<file path="config.mk">
export PLATFORM = sky130hd
export DESIGN_NAME = reg_file
export DESIGN_NICKNAME = d
export VERILOG_FILES = /design/src/hw/host_link_pkg.sv /design/src/hw/periph_pkg.sv /design/src/hw/reg_file.sv
export VERILOG_INCLUDE_DIRS = /design/src /design/src/include
export SDC_FILE = /design/constraint.sdc
export NUM_CORES = 1
export LEC_CHECK = 0
export BUFFER_PORTS_ARGS = -buffer_cell sky130_fd_sc_hd__buf_2
export CORE_ASPECT_RATIO = 0.75
export CORE_MARGIN = 2
export CORE_UTILIZATION = 47
export DETAILED_ROUTE_END_ITERATION = 16
export GPL_ROUTABILITY_DRIVEN = 0
export PLACE_DENSITY_LB_ADDON = 0.2
export SYNTH_ARGS = -nofsm -noshare
export SYNTH_HDL_FRONTEND = slang
export SYNTH_SLANG_ARGS = --single-unit
</file>
<file path="constraint.sdc">
create_clock -name fclk -period 2 [get_ports fclk]
set_input_delay 0.1 -clock fclk [delete_from_list [all_inputs] [get_ports fclk]]
set_output_delay 0.1 -clock fclk [all_outputs]
set_load 0.01 [all_outputs]
</file>
<file path="src/include/zx_test_macros.svh">
`ifndef ZX_TEST_MACROS_SVH
`define ZX_TEST_MACROS_SVH

// ------------------------------------------------------------
// service link command codes
// ------------------------------------------------------------

`define CMD_TEMP        8'ha0
`define CMD_FLASH_LO    8'ha3
`define CMD_FLASH_MID   8'ha4
`define CMD_FLASH_HI    8'ha5
`define CMD_FLASH_DATA  8'ha6
`define CMD_FLASH_CTRL  8'ha7
`define CMD_COVOX       8'h53
`define CMD_INT_CTRL    8'h54

// ------------------------------------------------------------
// sizes and timing
// ------------------------------------------------------------

`define FIFO_DEPTH          16
// fifo popped once per 2**n cycles
`define SAMPLE_PERIOD_LOG2  8
`define SYNC_STAGES         2

// reset and idle values
`define READ_IDLE     8'hff
`define SAMPLE_RESET  8'h7f

`endif

</file>
<file path="src/hw/host_link_pkg.sv">
`default_nettype none

package host_link_pkg;

  // one byte on the serial link
  typedef logic [7:0] spi_byte_t;

  // readback bit position, msb first
  typedef logic [2:0] spi_bitptr_t;

  // command and data byte of one frame
  typedef struct packed {
    spi_byte_t cmd;
    spi_byte_t data;
  } spi_frame_t;

endpackage

`default_nettype wire

</file>
<file path="src/hw/periph_pkg.sv">
`default_nettype none

package periph_pkg;

  // audio sample, unsigned
  typedef logic [7:0] sample_t;
  typedef logic [3:0] fifo_ptr_t;
  typedef logic [3:0] fifo_level_t;

  typedef logic [18:0] flash_addr_t;
  typedef logic [7:0]  flash_data_t;

  // bit 0 is chip select, bit 3 post-increment
  typedef struct packed {
    logic postinc;
    logic we;
    logic oe;
    logic cs;
  } flash_ctrl_t;

  typedef enum logic [2:0] {
    FLD_ADDR_LO,
    FLD_ADDR_MID,
    FLD_ADDR_HI,
    FLD_DATA,
    FLD_CTRL
  } flash_field_e;

  typedef struct packed {
    logic         strobe;
    flash_field_e field;
    flash_data_t  data;
  } flash_wr_t;

endpackage

`default_nettype wire

</file>
<file path="src/hw/reg_file.sv">
`timescale 1ns/1ps
`default_nettype none

`include "zx_test_macros.svh"

module reg_file
  import host_link_pkg::*;
  import periph_pkg::*;
(
  input  logic        fclk,
  input  logic        rst,
  input  logic        frame_open,
  input  logic        frame_done,
  input  spi_frame_t  frame,
  input  fifo_level_t fifo_level,
  input  spi_byte_t   bus_in,
  output spi_byte_t   read_byte,
  output flash_wr_t   flash_wr,
  output logic        sample_wr,
  output sample_t     sample_in,
  output logic        int_en
);

  spi_byte_t scratch;

  // ------------------------------------------------------------
  // register writes at end of frame
  // ------------------------------------------------------------

  always_ff @(posedge fclk)
  begin
    if (rst)
    begin
      flash_wr.strobe <= 1'b0;
      sample_wr       <= 1'b0;
      int_en          <= 1'b0;
    end
    else
    begin
      flash_wr.strobe <= 1'b0;
      sample_wr       <= 1'b0;
      if (frame_done)
      begin
        flash_wr.data <= frame.data;
        case (frame.cmd)
          `CMD_FLASH_LO:
          begin
            flash_wr.strobe <= 1'b1;
            flash_wr.field  <= FLD_ADDR_LO;
          end
          `CMD_FLASH_MID:
          begin
            flash_wr.strobe <= 1'b1;
            flash_wr.field  <= FLD_ADDR_MID;
          end
          `CMD_FLASH_HI:
          begin
            flash_wr.strobe <= 1'b1;
            flash_wr.field  <= FLD_ADDR_HI;
          end
          `CMD_FLASH_DATA:
          begin
            flash_wr.strobe <= 1'b1;
            flash_wr.field  <= FLD_DATA;
          end
          `CMD_FLASH_CTRL:
          begin
            flash_wr.strobe <= 1'b1;
            flash_wr.field  <= FLD_CTRL;
          end
          `CMD_COVOX:
          begin
            sample_wr <= 1'b1;
            sample_in <= frame.data;
          end
          `CMD_TEMP:
            scratch <= frame.data;
          `CMD_INT_CTRL:
            int_en <= frame.data[0];
          default:
          begin
          end
        endcase
      end
    end
  end

  // ------------------------------------------------------------
  // readback byte, chosen as the frame opens
  // ------------------------------------------------------------

  always_ff @(posedge fclk)
  begin
    if (rst)
      read_byte <= `READ_IDLE;
    else if (frame_open)
    begin
      case (frame.cmd)
        `CMD_TEMP:       read_byte <= scratch;
        `CMD_FLASH_DATA: read_byte <= bus_in;
        // fill level in the low nibble
        `CMD_COVOX:      read_byte <= {4'd0, fifo_level};
        default:         read_byte <= `READ_IDLE;
      endcase
    end
  end

endmodule

`default_nettype wire

</file>
==> metrics.md <==
| Metric | Value |
|---|---|
| Status | `finished clean` |
| Post-CTS Setup Bufs | `0` |
| Min Clock Period, post-route | `around 1.3 ns` |
| Most common cell in the netlist | `edfxtp_1` |
| Max-slew violation count | `0` |
| HP Class | `input pin to flop` |
| CTS clk-pin slew, worst paths | `approximately 0.07 ns` |
| Avg WL per Cell | `between 10 and 15 um` |
| Yosys cell types | `28` |
| H-tree levels | `2` |
| Initial antenna violation count | `0` |
| Die H | `around 53 um` |
| Share of layout cells above drive strength 1 | `a little under half` |
| Pint | `roughly 1.3 mW` |
| # fillers | `about 230` |
| Fmax | `between 700 and 800 MHz` |
| Combinational Power Share | `approximately 7.9%` |
| First-pass GRT wire length | `between 4000 and 5000 um` |
| RSZ-0062 raised after global routing | `no` |
| Predominant post-synthesis flop cell | `edfxtp_1` |
| Via density | `between 5 and 6` |
| Avg Cell Area, Syn | `14.1 um^2` |
| Worst vdd ir | `0.665 mV` |
| Die ar. | `between 3000 and 4000 um^2` |
| CTS tree | `yes` |
| Largest net degree at the start of global routing | `15` |
| Vias | `~1100` |
| Post-CTS Hold Fix Bufs | `0` |
| #FFs+latches synth | `38` |
| Crit-path slowest cell | `or4_4` |
| Post-cts sizing count | `0` |
| CORE AREA | `3020 um^2` |
| Initial Util | `roughly half` |
| Async S/R FF share, synth | `0%` |
| 1st-iter DRT viols | `54` |
| Syn nets | `140` |
| CP peak stage delay | `0.54 ns` |
| Final worst path period share | `between 60% and 70%` |
| Clock share of power | `a little under two fifths` |
| Worst path required time | `around 2 ns` |
| Final setup fails | `0` |
| Final TNS setup | `0 ns` |
| Row count | `17` |
| Die X | `about 70 um` |
| CP bufs+invs | `2` |
| Mapped Area | `1520 um^2` |
| Top-area cell type share of the netlist area | `around 53%` |
| Max transition margin | `between 50% and 60%` |
| CP Class | `input pin to flop` |
| CP Data Arrival Time | `around 1.3 ns` |
| Net switching power | `0.306 mW` |
| CP cell instances | `buf_2 -> nand4b_2 -> or4_4 -> nor2_1 -> buf_4` |
| Synth warn | `0` |
| N_diodes | `0` |
| Clock Root Buffer | `clkbuf_8` |
| ANT nets after route | `0` |
| # clock sinks | `38` |
| Power Dens Cells | `~800 nW/um^2` |
| GRT Residual Overflow | `0` |
| Worst Setup Start Kind | `input pin` |
| Remaining DRCs | `0` |
| Pre-CTS setup slack | `between 0.4 and 0.5 ns` |
| Vias in the first global route | `997` |
| IO Pins | `62` |
| Yosys top cell by area | `edfxtp_1` |
| Worst Max-Slew Pin Slew | `between 0.6 and 0.7 ns` |
| Clk Latency, worst-skew pair | `between 0.2 and 0.3 ns` |
| CTS Buffer Depth | `2` |
| Synth area leaders | `edfxtp_1 53%, dfxtp_1 14%, a22o_1 4.6%, nand3_1 3.0%, nand2b_1 2.9%` |
| Syn Inst Count | `between 100 and 150` |
| Area growth from synthesis to layout | `30.8%` |
| Sequential area share after synthesis | `67.9%` |
| Reg power frac | `between 50% and 60%` |
| Total CTS buffers | `5` |
| CP max FO | `8` |
| Gr usage total | `about 18%` |
| Post-synth top cells | `27 x edfxtp_1, 11 x dfxtp_1, 9 x nand3_1` |
| LEAKAGE | `0.772 nW` |
| Hpwl dp | `around 2400 um` |
| Post-synth EDFFs | `27` |
| Max-Cap Viols | `0` |
| Cell family with most CP delay | `simple AND/OR/NAND/NOR gates` |
| Pwr Total | `between 1.5 and 2 mW` |
| Element type at the critical path end | `flop` |
| Final hold violations | `0` |
| Skew final | `between 0.005 and 0.006 ns` |
| Fin area | `roughly 2000 um^2` |
| Total wire length | `3120 um` |
| Final #Nets | `roughly 210` |
| Final setup margin | `0.694 ns` |
| Register-to-register setup slack | `roughly 1 ns` |
| Port bufs | `slightly above 60` |
| Sw Ratio | `roughly a fifth` |
| Pre-antenna DRT Iters | `4` |
| DP Area | `between 1500 and 2000 um^2` |
[power by group through the flow]
stage,clock network (mW),logic (mW),registers [mW]
finish,0.605,0.127,0.862
global route,0.647,0.138,0.864
CTS,0.626,0.127,0.862
detailed placement,0,0.127,0.880
global placement,0,0.124,0.879
floorplan,0,0.0499,0.889
[path summary, 6_finish.rpt]
kind | startpoint | to | depth (start not counted)
hold reg to reg | read_byte[6]$_SDFFE_PP1P_ | read_byte[6]$_SDFFE_PP1P_ | 2
hold / removal | frame[3] | flash_wr[3]$_DFFE_PP_ | 1
setup reg to reg | scratch[0]$_DFFE_PP_ | read_byte[0]$_SDFFE_PP1P_ | 3
setup / recovery | frame[13] | sample_in[4]$_DFFE_PP_ | 5
[layer usage]
layer | vias up | part of all wire, % | wire [um] | track usage [%]
met2 | 32 | 45 | 1400 | 26.9
met1 | 511 | 47 | 1480 | 24.2
li1 | 547 | - | - | -
met5 | - | 0 | 0 | 0
met3 | 2 | 7.1 | 221 | 7.24
met4 | 0 | 0.45 | 14 | 4.81
[layout by cell type (no fill, tap or decap), types with 2 or more instances in the layout]
cell type,count
a21oi_1,5
nor3_1,4
nand2_1,2
clkbuf_8,5
nand2b_1,7
buf_2,61
a22oi_1,4
dfxtp_1,11
nor2_1,8
or4_4,2
clkbuf_1,2
nor4_1,2
edfxtp_1,27
nand3_1,9
buf_4,4
a22o_1,8
[state kept, by name, indices dropped and copies added (netlist names)]
register / flops
sample_in: 8
flash_wr: 12
int_en: 1
sample_wr: 1
scratch: 8
read_byte: 8
[kinds of logic (layout without fill, tap and decap cells)]
kind of cell / count (synthesis) / after routing / synth area share [%]
xor+xnor: 2 / 2 / 1.15
compound gates: 19 / 19 / 10.2
flops: 38 / 38 / 67.9
mux: 1 / 1 / 0.659
buf+inv: 6 / 74 / 1.65
simple gates: 42 / 42 / 18.5
[cell type report]
| type | instances | area [um^2] | share of cell area (%) |
|---|---|---|---|
| sequential | 38 | 1030 | 51.9 |
| multi-input combinational | 64 | 463 | 23.3 |
| timing repair buffer | 65 | 335 | 16.9 |
| clock buffer | 7 | 76.3 | 3.84 |
| tap | 38 | 47.5 | 2.39 |
| clock inverter | 1 | 30.0 | 1.51 |
| inverter | 1 | 3.75 | 0.189 |
[per-stage QoR]
stage               hold slack [ns]  cells  utilization (%)
global placement              0.304    206             62.3
CTS                          0.0218    214             65.8
detailed placement            0.308    206             62.3
finish                       0.0286    214             65.8
global route                 0.0214    214             65.8
floorplan                     0.172    108                -
Power figures use the tool's default switching activity.
