### src/include/zx_test_macros.svh
`ifndef ZX_TEST_MACROS_SVH
`define ZX_TEST_MACROS_SVH

// ------------------------------------------------------------
// service link command codes
// ------------------------------------------------------------

`define CMD_TEMP        8'ha0
`define CMD_FLASH_LO    8'ha3
`define CMD_FLASH_MID   8'ha4
`define CMD_FLASH_HI    8'ha5
`define CMD_FLASH_DATA  8'ha6
`define CMD_FLASH_CTRL  8'ha7
`define CMD_COVOX       8'h53
`define CMD_INT_CTRL    8'h54

// ------------------------------------------------------------
// sizes and timing
// ------------------------------------------------------------

`define FIFO_DEPTH          16
// fifo popped once per 2**n cycles
`define SAMPLE_PERIOD_LOG2  8
`define SYNC_STAGES         2

// reset and idle values
`define READ_IDLE     8'hff
`define SAMPLE_RESET  8'h7f

`endif

### src/hw/periph_pkg.sv
`default_nettype none

package periph_pkg;

  // audio sample, unsigned
  typedef logic [7:0] sample_t;
  typedef logic [3:0] fifo_ptr_t;
  typedef logic [3:0] fifo_level_t;

  typedef logic [18:0] flash_addr_t;
  typedef logic [7:0]  flash_data_t;

  // bit 0 is chip select, bit 3 post-increment
  typedef struct packed {
    logic postinc;
    logic we;
    logic oe;
    logic cs;
  } flash_ctrl_t;

  typedef enum logic [2:0] {
    FLD_ADDR_LO,
    FLD_ADDR_MID,
    FLD_ADDR_HI,
    FLD_DATA,
    FLD_CTRL
  } flash_field_e;

  typedef struct packed {
    logic         strobe;
    flash_field_e field;
    flash_data_t  data;
  } flash_wr_t;

endpackage

`default_nettype wire

### src/hw/covox_dac.sv
`timescale 1ns/1ps
`default_nettype none

`include "zx_test_macros.svh"

module covox_dac
  import periph_pkg::*;
(
  input  logic        fclk,
  input  logic        rst,
  input  logic        sample_wr,
  input  sample_t     sample_in,
  input  logic        int_en,
  output fifo_level_t fifo_level,
  output logic        beep,
  output logic        spiint_n
);

  sample_t mem [`FIFO_DEPTH];

  fifo_ptr_t wr_ptr;
  fifo_ptr_t rd_ptr;
  fifo_ptr_t wr_next;

  logic [`SAMPLE_PERIOD_LOG2-1:0] timer;
  logic [8:0] err_acc;
  logic [9:0] acc_sum;
  logic push;
  logic pop;

  // ------------------------------------------------------------
  // sample fifo
  // ------------------------------------------------------------

  assign wr_next    = wr_ptr + 4'd1;
  assign fifo_level = wr_ptr - rd_ptr;

  // one slot is the sample being played, full drops the write
  assign push = sample_wr && (fifo_level != fifo_level_t'(`FIFO_DEPTH - 1));
  assign pop  = (&timer) && (wr_ptr != rd_ptr);

  always_ff @(posedge fclk)
  begin
    if (rst)
      mem[0] <= `SAMPLE_RESET;
    else if (push)
      mem[wr_next] <= sample_in;
  end

  // ------------------------------------------------------------
  // delta-sigma, ones density (256 + s) / 512
  // ------------------------------------------------------------

  assign acc_sum = {1'b0, err_acc} + {2'b01, mem[rd_ptr]};

  always_ff @(posedge fclk)
  begin
    if (rst)
    begin
      wr_ptr   <= '0;
      rd_ptr   <= '0;
      timer    <= '0;
      err_acc  <= '0;
      beep     <= 1'b0;
      spiint_n <= 1'b1;
    end
    else
    begin
      timer <= timer + 1'b1;
      if (push)
        wr_ptr <= wr_next;
      if (pop)
        rd_ptr <= rd_ptr + 4'd1;
      err_acc <= acc_sum[8:0];
      beep    <= acc_sum[9];
      // request refill while under half full, first half of period
      spiint_n <= ~int_en
                | (fifo_level >= fifo_level_t'(`FIFO_DEPTH / 2))
                | timer[`SAMPLE_PERIOD_LOG2-1];
    end
  end

endmodule

`default_nettype wire

### config.mk
export PLATFORM = sky130hd
export DESIGN_NAME = covox_dac
export DESIGN_NICKNAME = d
export VERILOG_FILES = /design/src/hw/periph_pkg.sv /design/src/hw/covox_dac.sv
export VERILOG_INCLUDE_DIRS = /design/src /design/src/include
export SDC_FILE = /design/constraint.sdc
export NUM_CORES = 1
export LEC_CHECK = 0
export ABC_AREA = 1
export BUFFER_PORTS_ARGS = -buffer_cell sky130_fd_sc_hd__buf_2
export CAP_MARGIN = 20
export CORE_ASPECT_RATIO = 1.2
export CORE_MARGIN = 1.5
export CORE_UTILIZATION = 45
export CTS_CLUSTER_SIZE = 14
export DETAILED_ROUTE_END_ITERATION = 6
export PLACE_DENSITY = 0.67
export RECOVER_POWER = 25
export SLEW_MARGIN = 5
export SYNTH_ARGS = -nofsm -noshare
export SYNTH_HDL_FRONTEND = slang
export SYNTH_SLANG_ARGS = --single-unit
### constraint.sdc
create_clock -name fclk -period 3.35 [get_ports fclk]
set_input_delay 0.335 -clock fclk [delete_from_list [all_inputs] [get_ports fclk]]
set_output_delay 0.335 -clock fclk [all_outputs]
set_load 0.01 [all_outputs]
==> flow_results.xml <==
<?xml version="1.0" encoding="UTF-8"?>
<metrics>
  <group name="status">
    <metric name="run_status" unit="">finished, final reports clean</metric>
  </group>
  <group name="synth">
    <metric name="netlist-cell-type-count" unit="">33</metric>
    <metric name="postSynthCellCount" unit="">618</metric>
    <metric name="post_synthesis_register_bit_count" unit="">159</metric>
    <metric name="synth.yosys.warnings" unit="">0</metric>
    <metric name="post_synth_instance_area" unit="sq mm">0.00678</metric>
    <metric name="synthesis.nets" unit="">646</metric>
    <metric name="synth.avg_cell_area" unit="sq um">11.0</metric>
    <metric name="ys_seq_area_frac" unit="">0.658</metric>
  </group>
  <group name="setup_path">
    <metric name="category_of_the_worst_setup_path_launch_point" unit="">register</metric>
    <metric name="family_with_the_most_delay_on_the_worst_path" unit="">compound AO/OA/AOI/OAI gates</metric>
    <metric name="crit_slowest_cell" unit="">sky130_fd_sc_hd__dfxtp_2</metric>
    <metric name="crit_required" unit="ps">3670</metric>
    <metric name="worst_path_bufs_invs" unit="">1</metric>
    <metric name="worst_path_largest_cell_delay" unit="ps">820</metric>
    <metric name="setup.worst_path.class" unit="">reg -&gt; reg</metric>
    <metric name="crit_fanout" unit="">44</metric>
    <metric name="ff2ff_setup_slack" unit="ps">350</metric>
    <metric name="crit_path_end_kind" unit="">register</metric>
    <metric name="cp_cell_instances" unit="">o21ai_0 &gt; o211ai_1 &gt; nand3_1 &gt; nand2_1 &gt; inv_1 &gt; fa_1 &gt; o21ai_0 &gt; nand2_1 &gt; a21oi_1 &gt; nor2_1</metric>
    <metric name="ff2ff_path_depth" unit="">10</metric>
    <metric name="critical_path_depth" unit="">10</metric>
    <metric name="arrival" unit="ps">3320</metric>
  </group>
  <group name="flow_run">
    <metric name="count_of_maximum_capacitance_violations" unit="">0</metric>
  </group>
  <group name="timing">
    <metric name="max_slew.worst_pin.slew" unit="ps">952</metric>
    <metric name="timing.fmax" unit="MHz">334</metric>
    <metric name="worst_path_setup_slack_after_routing" unit="ps">354</metric>
    <metric name="hold_violations" unit="">0</metric>
    <metric name="max_slew_margin" unit="">0.366</metric>
    <metric name="finalSetupViolCount" unit="">0</metric>
    <metric name="finalCritPeriodShare" unit="">0.894</metric>
    <metric name="final_period_minus_worst_setup_slack" unit="ps">3000</metric>
    <metric name="clock_skew" unit="ps">6.85</metric>
    <metric name="setup_total_negative_slack" unit="ps">0</metric>
    <metric name="rsz0062_at_grt" unit="">no</metric>
    <metric name="finalHoldWorstSlack" unit="ps">89.8</metric>
    <metric name="final_max_slew_viol_count" unit="">0</metric>
  </group>
  <group name="floorplanning">
    <metric name="core.rowCount" unit="">48</metric>
    <metric name="die_width" unit="um">115</metric>
    <metric name="dieHeight" unit="um">137</metric>
    <metric name="starting_density_of_the_core" unit="">0.467</metric>
    <metric name="design.portCount" unit="">18</metric>
    <metric name="design.core.area" unit="sq mm">0.0145</metric>
    <metric name="floorplan.die_area" unit="sq mm">0.0158</metric>
  </group>
  <group name="clocking">
    <metric name="cts_htree_levels" unit="">4</metric>
    <metric name="cts_tree" unit="">done</metric>
    <metric name="worstSkewPairLatency" unit="ps">430</metric>
    <metric name="cts_made_buffers" unit="">17</metric>
    <metric name="cts_hold_repair_buffers" unit="">0</metric>
    <metric name="cts-root-to-sink-buffers" unit="">2</metric>
    <metric name="cts_root_buf" unit="">sky130_fd_sc_hd__clkbuf_16</metric>
    <metric name="cts.sink_count" unit="">159</metric>
    <metric name="clk_pin_slew" unit="ps">70</metric>
  </group>
  <group name="final_layout">
    <metric name="final.fill_count" unit="">1299</metric>
    <metric name="final_common_cell" unit="">sky130_fd_sc_hd__nor2_1</metric>
    <metric name="diodes" unit="">0</metric>
    <metric name="final_layout_size_suffix_gt1_frac" unit="">0.123</metric>
    <metric name="area_growth_syn_to_layout" unit="%">14.2</metric>
    <metric name="number_of_nets_in_the_layout" unit="">680</metric>
    <metric name="most_frequent_cells_in_the_layout" unit="">sky130_fd_sc_hd__nor2_1, sky130_fd_sc_hd__edfxtp_1, sky130_fd_sc_hd__o21ai_0, sky130_fd_sc_hd__nand2_1, sky130_fd_sc_hd__o211ai_1</metric>
  </group>
  <group name="placed_design">
    <metric name="worst_setup_slack_before_clock_tree_synthesis" unit="ps">385</metric>
    <metric name="gp_congestion" unit="">0.843</metric>
    <metric name="dpl.hpwl" unit="mm">10.1</metric>
    <metric name="numPortBuffers" unit="">17</metric>
  </group>
  <group name="pwr">
    <metric name="ir_worst_vdd" unit="mV">0.370</metric>
    <metric name="total_leakage_power" unit="uW">0.00278</metric>
    <metric name="power-per-cell-area" unit="mW/mm^2">586</metric>
  </group>
  <group name="global_routing">
    <metric name="grt_usage" unit="">0.209</metric>
    <metric name="initial_antenna_violation_count" unit="">0</metric>
    <metric name="overflow" unit="">0</metric>
    <metric name="grt_start_max_net_pins" unit="">45</metric>
    <metric name="grt_first_pass_wirelength" unit="mm">24.1</metric>
    <metric name="first_global_vias" unit="">4419</metric>
  </group>
  <group name="routing">
    <metric name="route.antenna.remaining_nets" unit="">0</metric>
    <metric name="dr_total_vias" unit="">4642</metric>
    <metric name="drc" unit="">0</metric>
    <metric name="dr.pass1.iters" unit="">6</metric>
    <metric name="avgRoutedWirePerCell" unit="um">17.6</metric>
    <metric name="routed_via_density" unit="">5.37</metric>
    <metric name="detail_route.iter0.violations" unit="">387</metric>
    <metric name="total_wirelength" unit="mm">15.3</metric>
  </group>
  <group name="min_path">
    <metric name="path_type_of_the_worst_min_delay_path" unit="">in -&gt; reg</metric>
    <metric name="hold-path-cell-count" unit="">2</metric>
  </group>
</metrics>
synth_stat cells (all sizes together):
cell type	instances	area, sq um
fa	2	40.0
nand2	57	214
buf	14	68.8
ha	14	175
xor2	4	35.0
clkbuf	13	48.8
clkinv	1	3.75
nor2	141	537
nand3	23	133
edfxtp	128	3840
or2	7	43.8
o31a	1	8.76
nand4	6	80.1
xnor2	1	8.76
o21a	1	7.51
dfxtp	31	621
o21ai	84	420
nor3b	1	7.51
nor3	4	20.0
a21oi	16	83.8
o211ai	32	240
inv	37	141
through the flow:
stage | instances | util | total power (uW) | instance area (sq um)
2_1_floorplan | 618 | - | 2550 | 6780
3_3_place_gp | 833 | 0.495 | 2650 | 7190
3_5_place_dp | 833 | 0.495 | 2660 | 7190
6_report | 865 | 0.533 | 4540 | 7750
5_1_grt | 865 | 0.533 | 4700 | 7750
4_1_cts | 865 | 0.535 | 4560 | 7780
flip-flops by register name, summed over array words and instances (netlist names), named ones only:
signal / count
mem: 128
timer: 8
err_acc: 9
spiint_n: 1
rd_ptr: 4
beep: 1
wr_ptr: 4
routing by layer:
layer  up-vias  track usage  wire length (um)
li1       2233            -                 -
met1      2198        0.275              6620
met2       178        0.334              7340
met3        33       0.0554               943
met4         0       0.0796               348
met5         -            0                 0
where the power goes:
part	switching (uW)	internal, uW	total, uW
combinational	261	142	403
clock	854	1060	1920
sequential	25.1	2190	2220
kinds of logic (layout without fill, tap and decap cells):
group | after synthesis | after routing | synth area share
adder cells (fa/ha/maj) | 16 | 16 | 0.0317
buffers and inverters | 65 | 112 | 0.0387
AND/OR/NAND/NOR | 239 | 239 | 0.153
flip-flops | 159 | 159 | 0.658
AO/OA/AOI/OAI | 134 | 134 | 0.112
XOR/XNOR | 5 | 5 | 0.00646
worst paths after layout:
kind	startpoint	to
hold reg to reg	timer[0]$_SDFF_PP0_	timer[0]$_SDFF_PP0_
setup / recovery	register	err_acc[8]$_SDFF_PP0_
hold / removal	int_en	spiint_n$_SDFF_PP1_
setup reg to reg	register	err_acc[8]$_SDFF_PP0_
cell type report:
class | count | area, sq um | share of cell area
clock buffers | 17 | 425 | 0.0549
flip-flops and latches | 159 | 4470 | 0.577
clock inverters | 15 | 165 | 0.0213
multi-input cells | 394 | 2040 | 0.263
well taps | 200 | 250 | 0.0323
inverters | 38 | 148 | 0.0191
repair buffers | 42 | 254 | 0.0328
timing repair:
action                                  4_1_cts  5_1_grt
buffers inserted                              0        0
endpoints found under the setup margin        0        1
gates resized for setup                       0        2
Note: power is estimated with default switching activity, not from simulation.
