**src/include/zx_test_macros.svh**
```systemverilog
`ifndef ZX_TEST_MACROS_SVH
`define ZX_TEST_MACROS_SVH

// ------------------------------------------------------------
// service link command codes
// ------------------------------------------------------------

`define CMD_TEMP        8'ha0
`define CMD_FLASH_LO    8'ha3
`define CMD_FLASH_MID   8'ha4
`define CMD_FLASH_HI    8'ha5
`define CMD_FLASH_DATA  8'ha6
`define CMD_FLASH_CTRL  8'ha7
`define CMD_COVOX       8'h53
`define CMD_INT_CTRL    8'h54

// ------------------------------------------------------------
// sizes and timing
// ------------------------------------------------------------

`define FIFO_DEPTH          16
// fifo popped once per 2**n cycles
`define SAMPLE_PERIOD_LOG2  8
`define SYNC_STAGES         2

// reset and idle values
`define READ_IDLE     8'hff
`define SAMPLE_RESET  8'h7f

`endif

```
**src/hw/host_link_pkg.sv**
```systemverilog
`default_nettype none

package host_link_pkg;

  // one byte on the serial link
  typedef logic [7:0] spi_byte_t;

  // readback bit position, msb first
  typedef logic [2:0] spi_bitptr_t;

  // command and data byte of one frame
  typedef struct packed {
    spi_byte_t cmd;
    spi_byte_t data;
  } spi_frame_t;

endpackage

`default_nettype wire

```
**src/hw/spi_frame_rx.sv**
```systemverilog
`timescale 1ns/1ps
`default_nettype none

`include "zx_test_macros.svh"

module spi_frame_rx
  import host_link_pkg::*;
(
  input  logic       fclk,
  input  logic       rst,
  input  logic       spick,
  input  logic       spics_n,
  input  logic       spido,
  input  spi_byte_t  read_byte,
  output logic       spidi,
  output logic       frame_open,
  output logic       frame_done,
  output spi_frame_t frame
);

  // ------------------------------------------------------------
  // resampling into fclk
  // ------------------------------------------------------------

  // top bit of clock and select chains is the previous level
  logic [`SYNC_STAGES:0]   ck_sh;
  logic [`SYNC_STAGES:0]   cs_sh;
  logic [`SYNC_STAGES-1:0] do_sh;

  logic ck_rise;
  logic ck_fall;
  logic cs_level;
  logic do_level;

  spi_bitptr_t bitptr;

  always_ff @(posedge fclk)
  begin
    if (rst)
    begin
      ck_sh <= '0;
      cs_sh <= '1;
      do_sh <= '0;
    end
    else
    begin
      ck_sh <= {ck_sh[`SYNC_STAGES-1:0], spick};
      cs_sh <= {cs_sh[`SYNC_STAGES-1:0], spics_n};
      do_sh <= {do_sh[`SYNC_STAGES-2:0], spido};
    end
  end

  assign ck_rise  = ck_sh[`SYNC_STAGES-1] & ~ck_sh[`SYNC_STAGES];
  assign ck_fall  = ~ck_sh[`SYNC_STAGES-1] & ck_sh[`SYNC_STAGES];
  assign cs_level = cs_sh[`SYNC_STAGES-1];
  assign do_level = do_sh[`SYNC_STAGES-1];

  assign frame_open = ~cs_sh[`SYNC_STAGES-1] & cs_sh[`SYNC_STAGES];
  assign frame_done = cs_sh[`SYNC_STAGES-1] & ~cs_sh[`SYNC_STAGES];

  // ------------------------------------------------------------
  // byte assembly and readback
  // ------------------------------------------------------------

  // command shifts while deselected, data while selected
  always_ff @(posedge fclk)
  begin
    if (ck_rise)
    begin
      if (cs_level)
        frame.cmd <= {frame.cmd[6:0], do_level};
      else
        frame.data <= {frame.data[6:0], do_level};
    end
  end

  always_ff @(posedge fclk)
  begin
    if (rst || cs_level)
      bitptr <= 3'd7;
    else if (ck_fall)
      bitptr <= bitptr - 3'd1;
  end

  assign spidi = read_byte[bitptr];

endmodule

`default_nettype wire

```
**config.mk**
```make
export PLATFORM = sky130hd
export DESIGN_NAME = spi_frame_rx
export DESIGN_NICKNAME = d
export VERILOG_FILES = /design/src/hw/host_link_pkg.sv /design/src/hw/spi_frame_rx.sv
export VERILOG_INCLUDE_DIRS = /design/src /design/src/include
export SDC_FILE = /design/constraint.sdc
export NUM_CORES = 1
export LEC_CHECK = 0
export BUFFER_PORTS_ARGS = -buffer_cell sky130_fd_sc_hd__buf_4
export CORE_MARGIN = 1
export CORE_UTILIZATION = 33
export CTS_CLUSTER_DIAMETER = 200
export DETAILED_ROUTE_END_ITERATION = 8
export SYNTH_ARGS = -nofsm -noshare
export SYNTH_HDL_FRONTEND = slang
export SYNTH_SLANG_ARGS = --single-unit
```
**constraint.sdc**
```tcl
create_clock -name fclk -period 1.4 [get_ports fclk]
set_clock_uncertainty 0.05 [all_clocks]
set_input_delay 0.07 -clock fclk [delete_from_list [all_inputs] [get_ports fclk]]
set_output_delay 0.07 -clock fclk [all_outputs]
set_load 0.05 [all_outputs]
```
==> results of run 1 <==
[cells in the final DEF (no fill, tap or decap)]
master / Yosys / routed
mux4_2: 0 / 2
nand2b_1: 1 / 1
nor2_1: 1 / 1
or2_2: 2 / 2
nor3b_2: 0 / 1
buf_8: 0 / 1
clkbuf_1: 0 / 1
buf_4: 0 / 32
o211ai_1: 1 / 1
edfxtp_1: 16 / 16
dfxtp_4: 0 / 1
and3b_1: 1 / 1
clkbuf_4: 0 / 3
xnor2_1: 1 / 1
nor2b_1: 7 / 7
mux2_4: 0 / 1
inv_1: 3 / 3
xor2_1: 1 / 1
nand2_1: 3 / 3
dlygate4sd3_1: 0 / 5
dfxtp_1: 11 / 10
ha_1: 1 / 1
nand3b_1: 1 / 1
[cell families (layout without fill, tap and decap cells)]
kind of cell,Yosys count,after routing,share of synthesized area
AOI/OAI and AO/OA,1,1,0.00821
buffers and inverters,3,45,0.0123
and+or+nand+nor,17,17,0.111
xor gates and xnor gates,2,2,0.0192
adders and majority gates,1,1,0.0137
DFF,27,27,0.766
muxes,3,3,0.0698
[worst max-delay path: cells and delay by family (launching register included)]
kind,cells,cell delay (ps)
muxes,2,770
buffers and inverters,1,150
DFF,1,390
[how the worst min path moves through the flow]
stage | slack [ps] | depth (start not counted) | from | endpoint
CTS | 390 | 1 | cs_sh[0] | cs_sh[1]
global route | 410 | 1 | cs_sh[0] | cs_sh[1]
detailed placement | 210 | 2 | spics_n | cs_sh[0]
finish | 380 | 1 | cs_sh[0] | cs_sh[1]
floorplan | 90 | 1 | rst | ck_sh[0]
global placement | 210 | 2 | spics_n | cs_sh[0]
[cell usage after synthesis]
master,count,area (sq um)
edfxtp_1,16,480
dfxtp_1,11,220
nor2b_1,7,43.8
inv_1,3,11.3
nand2_1,3,11.3
mux4_1,2,52.6
or2_2,2,12.5
and3b_1,1,8.76
ha_1,1,12.5
mux2_2,1,11.3
nand2b_1,1,6.26
nand3b_1,1,7.51
nor2_1,1,3.75
nor3b_1,1,7.51
o211ai_1,1,7.51
xnor2_1,1,8.76
xor2_1,1,8.76
[area by class of cell]
type	instances	area, sq um	share of cell area
sequential	27	704	0.547
timing repair buffer	38	305	0.237
multi-input combinational	24	204	0.158
tap	30	37.5	0.0291
clock buffer	4	26.3	0.0204
inverter	3	11.3	0.00874
[registers in the layout, summed over array words and instances (netlist names)]
register  flops
do_sh         2
cs_sh         3
frame        16
ck_sh         3
bitptr        3
[stage by stage]
stage | area [sq um] | power (mW) | instances | TNS (ps)
global route | 1290 | 1.38 | 126 | -408
floorplan | 920 | 0.959 | 54 | 0
finish | 1290 | 1.32 | 126 | -333
global placement | 1200 | 1.01 | 116 | -56.2
detailed placement | 1200 | 1.01 | 116 | -80.1
CTS | 1290 | 1.35 | 126 | -362
[per-layer routing]
layer  vias to the layer above  global-route usage  wire length [um]
met3                         0              0.0278                91
met4                         0              0.0726                 0
met2                        20               0.203               756
li1                        272                   -                 -
met1                       273               0.135               588
met5                         -                   0                 0
[power by group]
group,switching [mW],total [mW],internal [mW]
Clock,0.200,0.311,0.111
Sequential,0.0107,0.868,0.857
Combinational,0.0750,0.141,0.0661
[what timing repair did]
item | in CTS | in global routing
resized for setup | 6 | 1
setup endpoints to repair | 1 | 1
setup buffers | 1 | 0
gates cloned | 0 | 0
hold buffers | 5 | 0
hold endpoints to repair | 10 | 0
==> summary.md, run 1 <==
| Metric | Value |
|---|---|
| Status | `finished, violations left` |
| Violated checks | `setup timing` |
| Synth cell types | `17` |
| Mapped Cells | `54` |
| Post-synth net total | `68` |
| Number of DRC markers in iteration 0 | `6` |
| DR pass1 iterations | `4` |
| Number of max-cap violations | `0` |
| Area growth syn-to-layout | `40.9%` |
| Pwr/cell area | `1020 nW/um^2` |
| Io pins | `32` |
| Final #Nets | `111` |
| Max Fclk | `0.577 GHz` |
| Hold Fails Final Rpt | `0` |
| FF-to-FF Start | `cs_sh[1]` |
| Slowest stage delay, CP | `480 ps` |
| Tcrit/Tclk final | `1.24` |
| CTS Buf Count | `3` |
| Crit path cell chain | `mux4_2, mux2_4, buf_8` |
| Critical path type | `reg2out` |
| WHS | `379 ps` |
| Clock slew seen by the registers of the worst setup and hold paths | `130 ps` |
| Final min period | `1730 ps` |
| CP startpoint kind | `flop` |
| Average instance area after synthesis | `16.9 sq um` |
| RSZ-0062 raised after global routing | `yes` |
| VDD IR max | `0.550 mV` |
| Grt ovf | `0` |
| Total GRT Usage | `0.120` |
| Largest net degree at the start of global routing | `15` |
| Via Count | `565` |
| Slew Limit Headroom | `0.761` |
| Die H | `54.6 um` |
| Clk Latency, worst-skew pair | `300 ps` |
| Fillcell total | `243` |
| Layout cells sized above 1 | `0.448` |
| Fin util | `0.506` |
| Std-Cell Rows | `18` |
| Clock Tree Buf Depth | `2` |
| Core ar. | `2540 sq um` |
| Worst Setup Slack post-DPL | `-80.1 ps` |
| #FFs+latches synth | `27` |
| CP Capture Type | `output port` |
| DRC violations left | `0` |
| Mapped cell area | `915 sq um` |
| Die width | `54.6 um` |
| IO Port Bufs | `31` |
| FF-to-FF path depth | `1` |
| Ant diodes | `0` |
| Crit. Startpoint | `bitptr[0]` |
| Leakage | `0.535 nW` |
| First-pass GRT wire length | `2440 um` |
| Setup ws final | `-333 ps` |
| Root Buffer | `clkbuf_4` |
| Initial antenna violation count | `0` |
| Max FO, Critical Path | `3` |
| Number of global-route vias before repair | `590` |
| CP arrival | `1610 ps` |
| Yosys warns | `0` |
| Crit path to | `spidi` |
| Die Area | `2990 sq um` |
| Slew Limit Fails | `0` |
| Final WL | `1440 um` |
| Setup violators final | `1` |
| Initial Utilization | `0.359` |
| DR WL/cell | `11.4 um` |
| Tightest Pin Transition | `358 ps` |
| Crit path required time | `1280 ps` |
| Post-route ant nets | `0` |
| Hold Crit Class | `reg2reg` |
| Vias per cell | `4.48` |
| CTS tree | `yes` |
| R2r endpoint | `frame[14]` |
| Placer Congestion | `0.621` |
| Htree depth | `1` |
| HPWL after DPL | `1030 um` |
| R2r setup slk | `200 ps` |
| Sequential fraction of the synthesis area | `0.766` |
| Slowest CP cell | `mux4_2` |
| Clk sink count | `27` |
(Power assumes the default switching activity.)
==> run 2, diff against run 1 <==
SKIP_CTS_REPAIR_TIMING = 1   (was unset)
==> run 2 against run 1 <==
Compared with the run above:
- the run still ends with setup timing left
- clock-buffer cell count unchanged
- die area is the same
- cell count increased by 0.79%
- register-to-register slack hardly changed
- global-route usage fell by 1.1 points
- largest power group unchanged
- highest routed layer unchanged
==> summary.md, run 2 (synthesis gave the netlist of run 1 again) <==
| Metric | Value |
|---|---|
| Status | `finished, violations left` |
| Violated checks | `setup timing` |
| CTS tree | `yes` |
| CP Capture Type | `output port` |
| Most frequent cells in the layout | `31 x buf_4, 16 x edfxtp_1, 10 x dfxtp_1` |
| Clock slew seen by the registers of the worst setup and hold paths | `130 ps (about the same)` |
| Clock Tree Buf Depth | `2 (unchanged)` |
| Setup ws final | `-340 ps (-6.94 ps)` |
| Root Buffer | `clkbuf_4` |
| Final #Nets | `112 (+0.90%)` |
| GR Util met2 | `0.187 (-0.0161)` |
| HPWL after DPL | `1030 um (unchanged)` |
| Slowest CP cell | `mux4_2` |
| CTS Buf Count | `3 (unchanged)` |
| Die Area | `2990 sq um (unchanged)` |
| Commonest non-fill, non-tap cell in the layout | `buf_4` |
| Critical path type | `reg2out` |
| Number of max-cap violations | `0 (unchanged)` |
| Vias per cell | `4.42 (-1.5%)` |
| Initial Utilization | `0.359 (unchanged)` |
| Reg with most FFs | `frame` |
| Io pins | `32 (unchanged)` |
| Final WL | `1490 um (+3.8%)` |
| First-pass GRT wire length | `2210 um (-9.3%)` |
| Slew Limit Fails | `0 (unchanged)` |
| DR WL/cell | `11.7 um (+2.9%)` |
| Via Count | `561 (-0.71%)` |
| RSZ-0062 raised after global routing | `yes` |
| Max FFs per register | `16 (unchanged)` |
| Post-route ant nets | `0 (unchanged)` |
| Die width | `54.6 um (unchanged)` |
| Grt ovf | `0 (unchanged)` |
| IO Port Bufs | `31 (unchanged)` |
| Layout cells sized above 1 | `0.433 (-0.0149)` |
| Clk Latency, worst-skew pair | `310 ps (about the same)` |
| Htree depth | `1 (unchanged)` |
| Number of DRC markers in iteration 0 | `10 (+4)` |
| CP arrival | `1620 ps (about the same)` |
| Final min period | `1740 ps (+6.94 ps)` |
| VDD IR max | `0.547 mV (-0.41%)` |
| Ant diodes | `0 (unchanged)` |
| FF-to-FF Start | `cs_sh[1]` |
| Slew Limit Headroom | `0.760 (about the same)` |
| Max FO, Critical Path | `3 (unchanged)` |
| Hold Fails Final Rpt | `0 (unchanged)` |
| Crit. Startpoint | `bitptr[0]` |
| R2r setup slk | `190 ps (about the same)` |
| R2r endpoint | `frame[9]` |
| Hold Crit Class | `reg2reg` |
| Slowest stage delay, CP | `480 ps (about the same)` |
| Largest net degree at the start of global routing | `15 (unchanged)` |
| Number of global-route vias before repair | `543 (-8.0%)` |
| CP startpoint kind | `flop` |
| Setup violators final | `1 (unchanged)` |
| DR pass1 iterations | `3 (-1)` |
| Max Fclk | `0.575 GHz (-0.40%)` |
| Global routing usage on met1 | `0.123 (-0.0127)` |
| Initial antenna violation count | `0 (unchanged)` |
| Total GRT Usage | `0.109 (-0.0107)` |
| Pwr Total | `1.33 mW (+0.88%)` |
| FF-to-FF path depth | `1 (unchanged)` |
| Placer Congestion | `0.621 (unchanged)` |
| Std-Cell Rows | `18 (unchanged)` |
| Tcrit/Tclk final | `1.24 (+0.00496)` |
| Crit path cell chain | `mux4_2, mux2_4, buf_8` |
| Clk sink count | `27 (unchanged)` |
| Gr busiest metal | `met2` |
| Leakage | `0.539 nW (+0.79%)` |
| Core ar. | `2540 sq um (unchanged)` |
| DRC violations left | `0 (unchanged)` |
| WHS | `389 ps (+9.91 ps)` |
| Pwr/cell area | `1020 nW/um^2 (about the same)` |
| Die H | `54.6 um (unchanged)` |
| Crit path required time | `1280 ps (about the same)` |
| Area growth syn-to-layout | `42.3%` |
| Met3 usage | `0.0250 (-0.00278)` |
| Crit path to | `spidi` |
| Tightest Pin Transition | `359 ps (+1.12 ps)` |
run 2: cell type report:
| type | count | area (sq um) |
|---|---|---|
| clock buffers | 4 | 26.3 |
| fillers | 239 | 1240 |
| inverters | 3 | 11.3 |
| multi-input cells | 24 | 204 |
| flip-flops and latches | 27 | 704 |
| well taps | 30 | 37.5 |
| repair buffers | 39 | 318 |
run 2: metrics by stage:
step           cells   util  setup TNS, ps  area (sq um)  setup WS, ps
3_5_place_dp     116  0.471          -80.1          1200         -80.1
2_1_floorplan     54      -              0           920          7.47
4_1_cts          120  0.481           -463          1220          -463
6_report         127  0.511           -340          1300          -340
5_1_grt          127  0.511           -412          1300          -412
3_3_place_gp     116  0.471          -56.2          1200         -56.2
run 2: layer usage:
layer | up-vias | part of all wire
met5 | - | 0
met1 | 270 | 0.41
li1 | 273 | -
met3 | 0 | 0.059
met2 | 18 | 0.53
met4 | 0 | 0
run 2: worst min-delay path by stage:
stage / end / from / cells after the start
final: cs_sh[1] / cs_sh[0] / 1
after global routing: cs_sh[1] / cs_sh[0] / 1
after CTS: cs_sh[0] / spics_n / 2
after detailed placement: cs_sh[0] / spics_n / 2
after global placement: cs_sh[0] / spics_n / 2
after floorplan: ck_sh[0] / rst / 1
run 2: power breakdown:
part	switching, mW	total [mW]	internal [mW]
clock network	0.207	0.318	0.111
registers	0.0109	0.868	0.857
logic	0.0759	0.146	0.0697
run 2: critical path: cells and delay by family, from the launching register on:
family	cells	cell delay [ps]
mux	2	770
flops	1	390
buf+inv	1	150
==> run 3, diff against run 2 <==
SETUP_SLACK_MARGIN = 0.3   (was unset)
SKIP_CTS_REPAIR_TIMING = unset   (was 1)
==> run 3 against run 2 <==
Compared with the run above:
- the run still ends with setup timing left
- sequential share of layout area is 5.6 points lower
- clock power hardly changed
- total power is 0.86% higher
- critical path type unchanged
- critical endpoint unchanged
- largest power group unchanged
==> summary.md, run 3 (synthesis gave the netlist of run 1 again) <==
| Metric | Value |
|---|---|
| Ant diodes | `0 (unchanged)` |
| VDD IR max | `0.867 mV (+58%)` |
| Total GRT Usage | `0.110 (+0.000520)` |
| Most frequent cells in the layout | `30 x buf_4, 16 x edfxtp_1, 10 x buf_6` |
| Reg with most FFs | `frame` |
| Pwr Total | `1.34 mW (+0.86%)` |
| Largest net degree at the start of global routing | `16 (+1)` |
| Clock slew seen by the registers of the worst setup and hold paths | `130 ps (about the same)` |
| CP arrival | `1620 ps (about the same)` |
| Crit path cell chain | `mux4_2, mux2_4, buf_6` |
| First-pass GRT wire length | `2170 um (-1.9%)` |
| CP Capture Type | `output port` |
| FF-to-FF Start | `bitptr[0]` |
| Final WL | `1610 um (+7.8%)` |
| Layout cells sized above 1 | `0.610 (+0.177)` |
| Die Area | `2990 sq um (unchanged)` |
| Tcrit/Tclk final | `1.24 (+0.00138)` |
| Slew Limit Fails | `0 (unchanged)` |
| Placed cell area | `1200 sq um (+0.10%)` |
| Die H | `54.6 um (unchanged)` |
| Violated checks | `setup timing` |
| Switching Share | `0.224 (+0.00338)` |
| Post-route setup TNS | `-342 ps (-1.94 ps)` |
| CP startpoint kind | `flop` |
| Slowest stage delay, CP | `490 ps (about the same)` |
| Seq pwr share | `0.648 (-0.004)` |
| Htree depth | `1 (unchanged)` |
| DR WL/cell | `11.9 um (+1.4%)` |
| Initial Utilization | `0.359 (unchanged)` |
| DRC violations left | `0 (unchanged)` |
| Placer Congestion | `0.664 (+6.9%)` |
| Number of global-route vias before repair | `520 (-4.2%)` |
| WP buf/inv | `1 (unchanged)` |
| Root Buffer | `clkbuf_4` |
| Slowest CP cell | `mux4_2` |
| Clk sink count | `27 (unchanged)` |
| Vias per cell | `4.39 (-0.56%)` |
| Final Cell Area | `1470 sq um (+13%)` |
| DR pass1 iterations | `2 (-1)` |
| Crit. Startpoint | `bitptr[0]` |
| Slew Limit Headroom | `0.778 (+0.0180)` |
| Die width | `54.6 um (unchanged)` |
| Pwr/cell area | `915 nW/um^2 (-11%)` |
| Crit path required time | `1280 ps (about the same)` |
| Hold Crit Class | `reg2reg` |
| Initial antenna violation count | `0 (unchanged)` |
| Via Count | `593 (+5.7%)` |
| Setup violators final | `1 (unchanged)` |
| Clock Tree Buf Depth | `2 (unchanged)` |
| CTS Buf Count | `3 (unchanged)` |
| IO Port Bufs | `31 (unchanged)` |
| Critical path type | `reg2out` |
| Worst Setup Slack post-DPL | `-30.3 ps (+49.8 ps)` |
| Io pins | `32 (unchanged)` |
| Core ar. | `2540 sq um (unchanged)` |
| Psw | `300 uW (+2.4%)` |
| Clock power frac | `0.235 (-0.004)` |
| Leakage | `0.616 nW (+14%)` |
| Grt ovf | `0 (unchanged)` |
| Comb pwr share | `0.117 (+0.008)` |
| Number of max-cap violations | `0 (unchanged)` |
| Tightest Pin Transition | `331 ps (-28.3 ps)` |
| Clk Latency, worst-skew pair | `310 ps (about the same)` |
| Status | `finished, violations left` |
| CTS tree | `yes` |
| Post-route ant nets | `0 (unchanged)` |
| Max FO, Critical Path | `3 (unchanged)` |
| Area growth syn-to-layout | `60.5%` |
| Max Fclk | `0.574 GHz (-0.11%)` |
| Setup ws final | `-342 ps (-1.94 ps)` |
| Critical path's top delay family | `multiplexers` |
| Fillcell total | `213 (-11%)` |
| Final min period | `1740 ps (+1.94 ps)` |
| Commonest non-fill, non-tap cell in the layout | `buf_4` |
| Hold Fails Final Rpt | `0 (unchanged)` |
| Int Pwr | `1.04 mW (+0.42%)` |
| RSZ-0062 raised after global routing | `yes` |
| Max FFs per register | `16 (unchanged)` |
| Std-Cell Rows | `18 (unchanged)` |
| Hold Crit Start | `cs_sh[0]` |
| Number of DRC markers in iteration 0 | `2 (-8)` |
| Final #Nets | `120 (+7.1%)` |
==> run 3: changes by cell type in the layout (fill, tap and decap cells not counted), moves of 2 or more <==
cell	change
dfxtp_1	-4
buf_6	+10
dfxtp_2	+3
dlygate4sd3_1	-3
nor2b_1	-2
nor2b_4	+2
==> run 3: through the flow <==
stage	util	cells	hold WS, ps
after floorplan	-	54	91.6
after global placement	0.471	115	206
after detailed placement	0.471	115	210
after CTS	0.527	127	382
after global routing	0.577	135	396
final	0.577	135	376
==> run 3: path summary, 6_finish.rpt <==
kind / to / slack, ps / cells after the start
max: spidi / -340 / 3
max reg2reg: bitptr[2] / 60 / 8
min reg2reg: cs_sh[1] / 380 / 1
min: cs_sh[1] / 380 / 1
==> run 3: area by class of cell <==
class / instances / area, sq um / area share
Multi-Input combinational cell: 24 / 246 / 0.168
Clock buffer: 3 / 22.5 / 0.0153
Clock inverter: 1 / 5.00 / 0.00341
Sequential cell: 27 / 712 / 0.485
Timing Repair Buffer: 47 / 428 / 0.292
Inverter: 3 / 16.3 / 0.0111
Tap cell: 30 / 37.5 / 0.0256
==> run 3: what timing repair did <==
item / in CTS / in global routing
endpoints found under the hold margin: 10 / 0
setup endpoints to repair: 21 / 31
hold buffers: 4 / 0
resized for setup: 12 / 17
buffers inserted: 4 / 8
pin swaps: 1 / 2
==> run 3: worst register-to-register path, stage by stage, from the launching register on <==
cell and delay, ps:
dfxtp_4 380, buf_4 130, buf_6 100, buf_6 110, inv_6 60, ha_4 110, nand3b_1 70, xor2_1 160
nand2_1 70
==> run 3: power groups by stage <==
stage	Sequential (mW)	Clock, mW	Combinational, mW
6_report	0.869	0.316	0.157
5_1_grt	0.872	0.373	0.165
4_1_cts	0.868	0.339	0.146
3_5_place_dp	0.889	0	0.130
3_3_place_gp	0.888	0	0.127
2_1_floorplan	0.926	0	0.0371
==> run 3: per-layer routing <==
layer	routed length, um	vias to the layer above	global-route usage	part of all wire
li1	-	291	-	-
met1	621	276	0.115	0.39
met2	869	24	0.179	0.54
met3	93	2	0.0611	0.058
met4	21	0	0.0470	0.013
met5	0	-	0	0
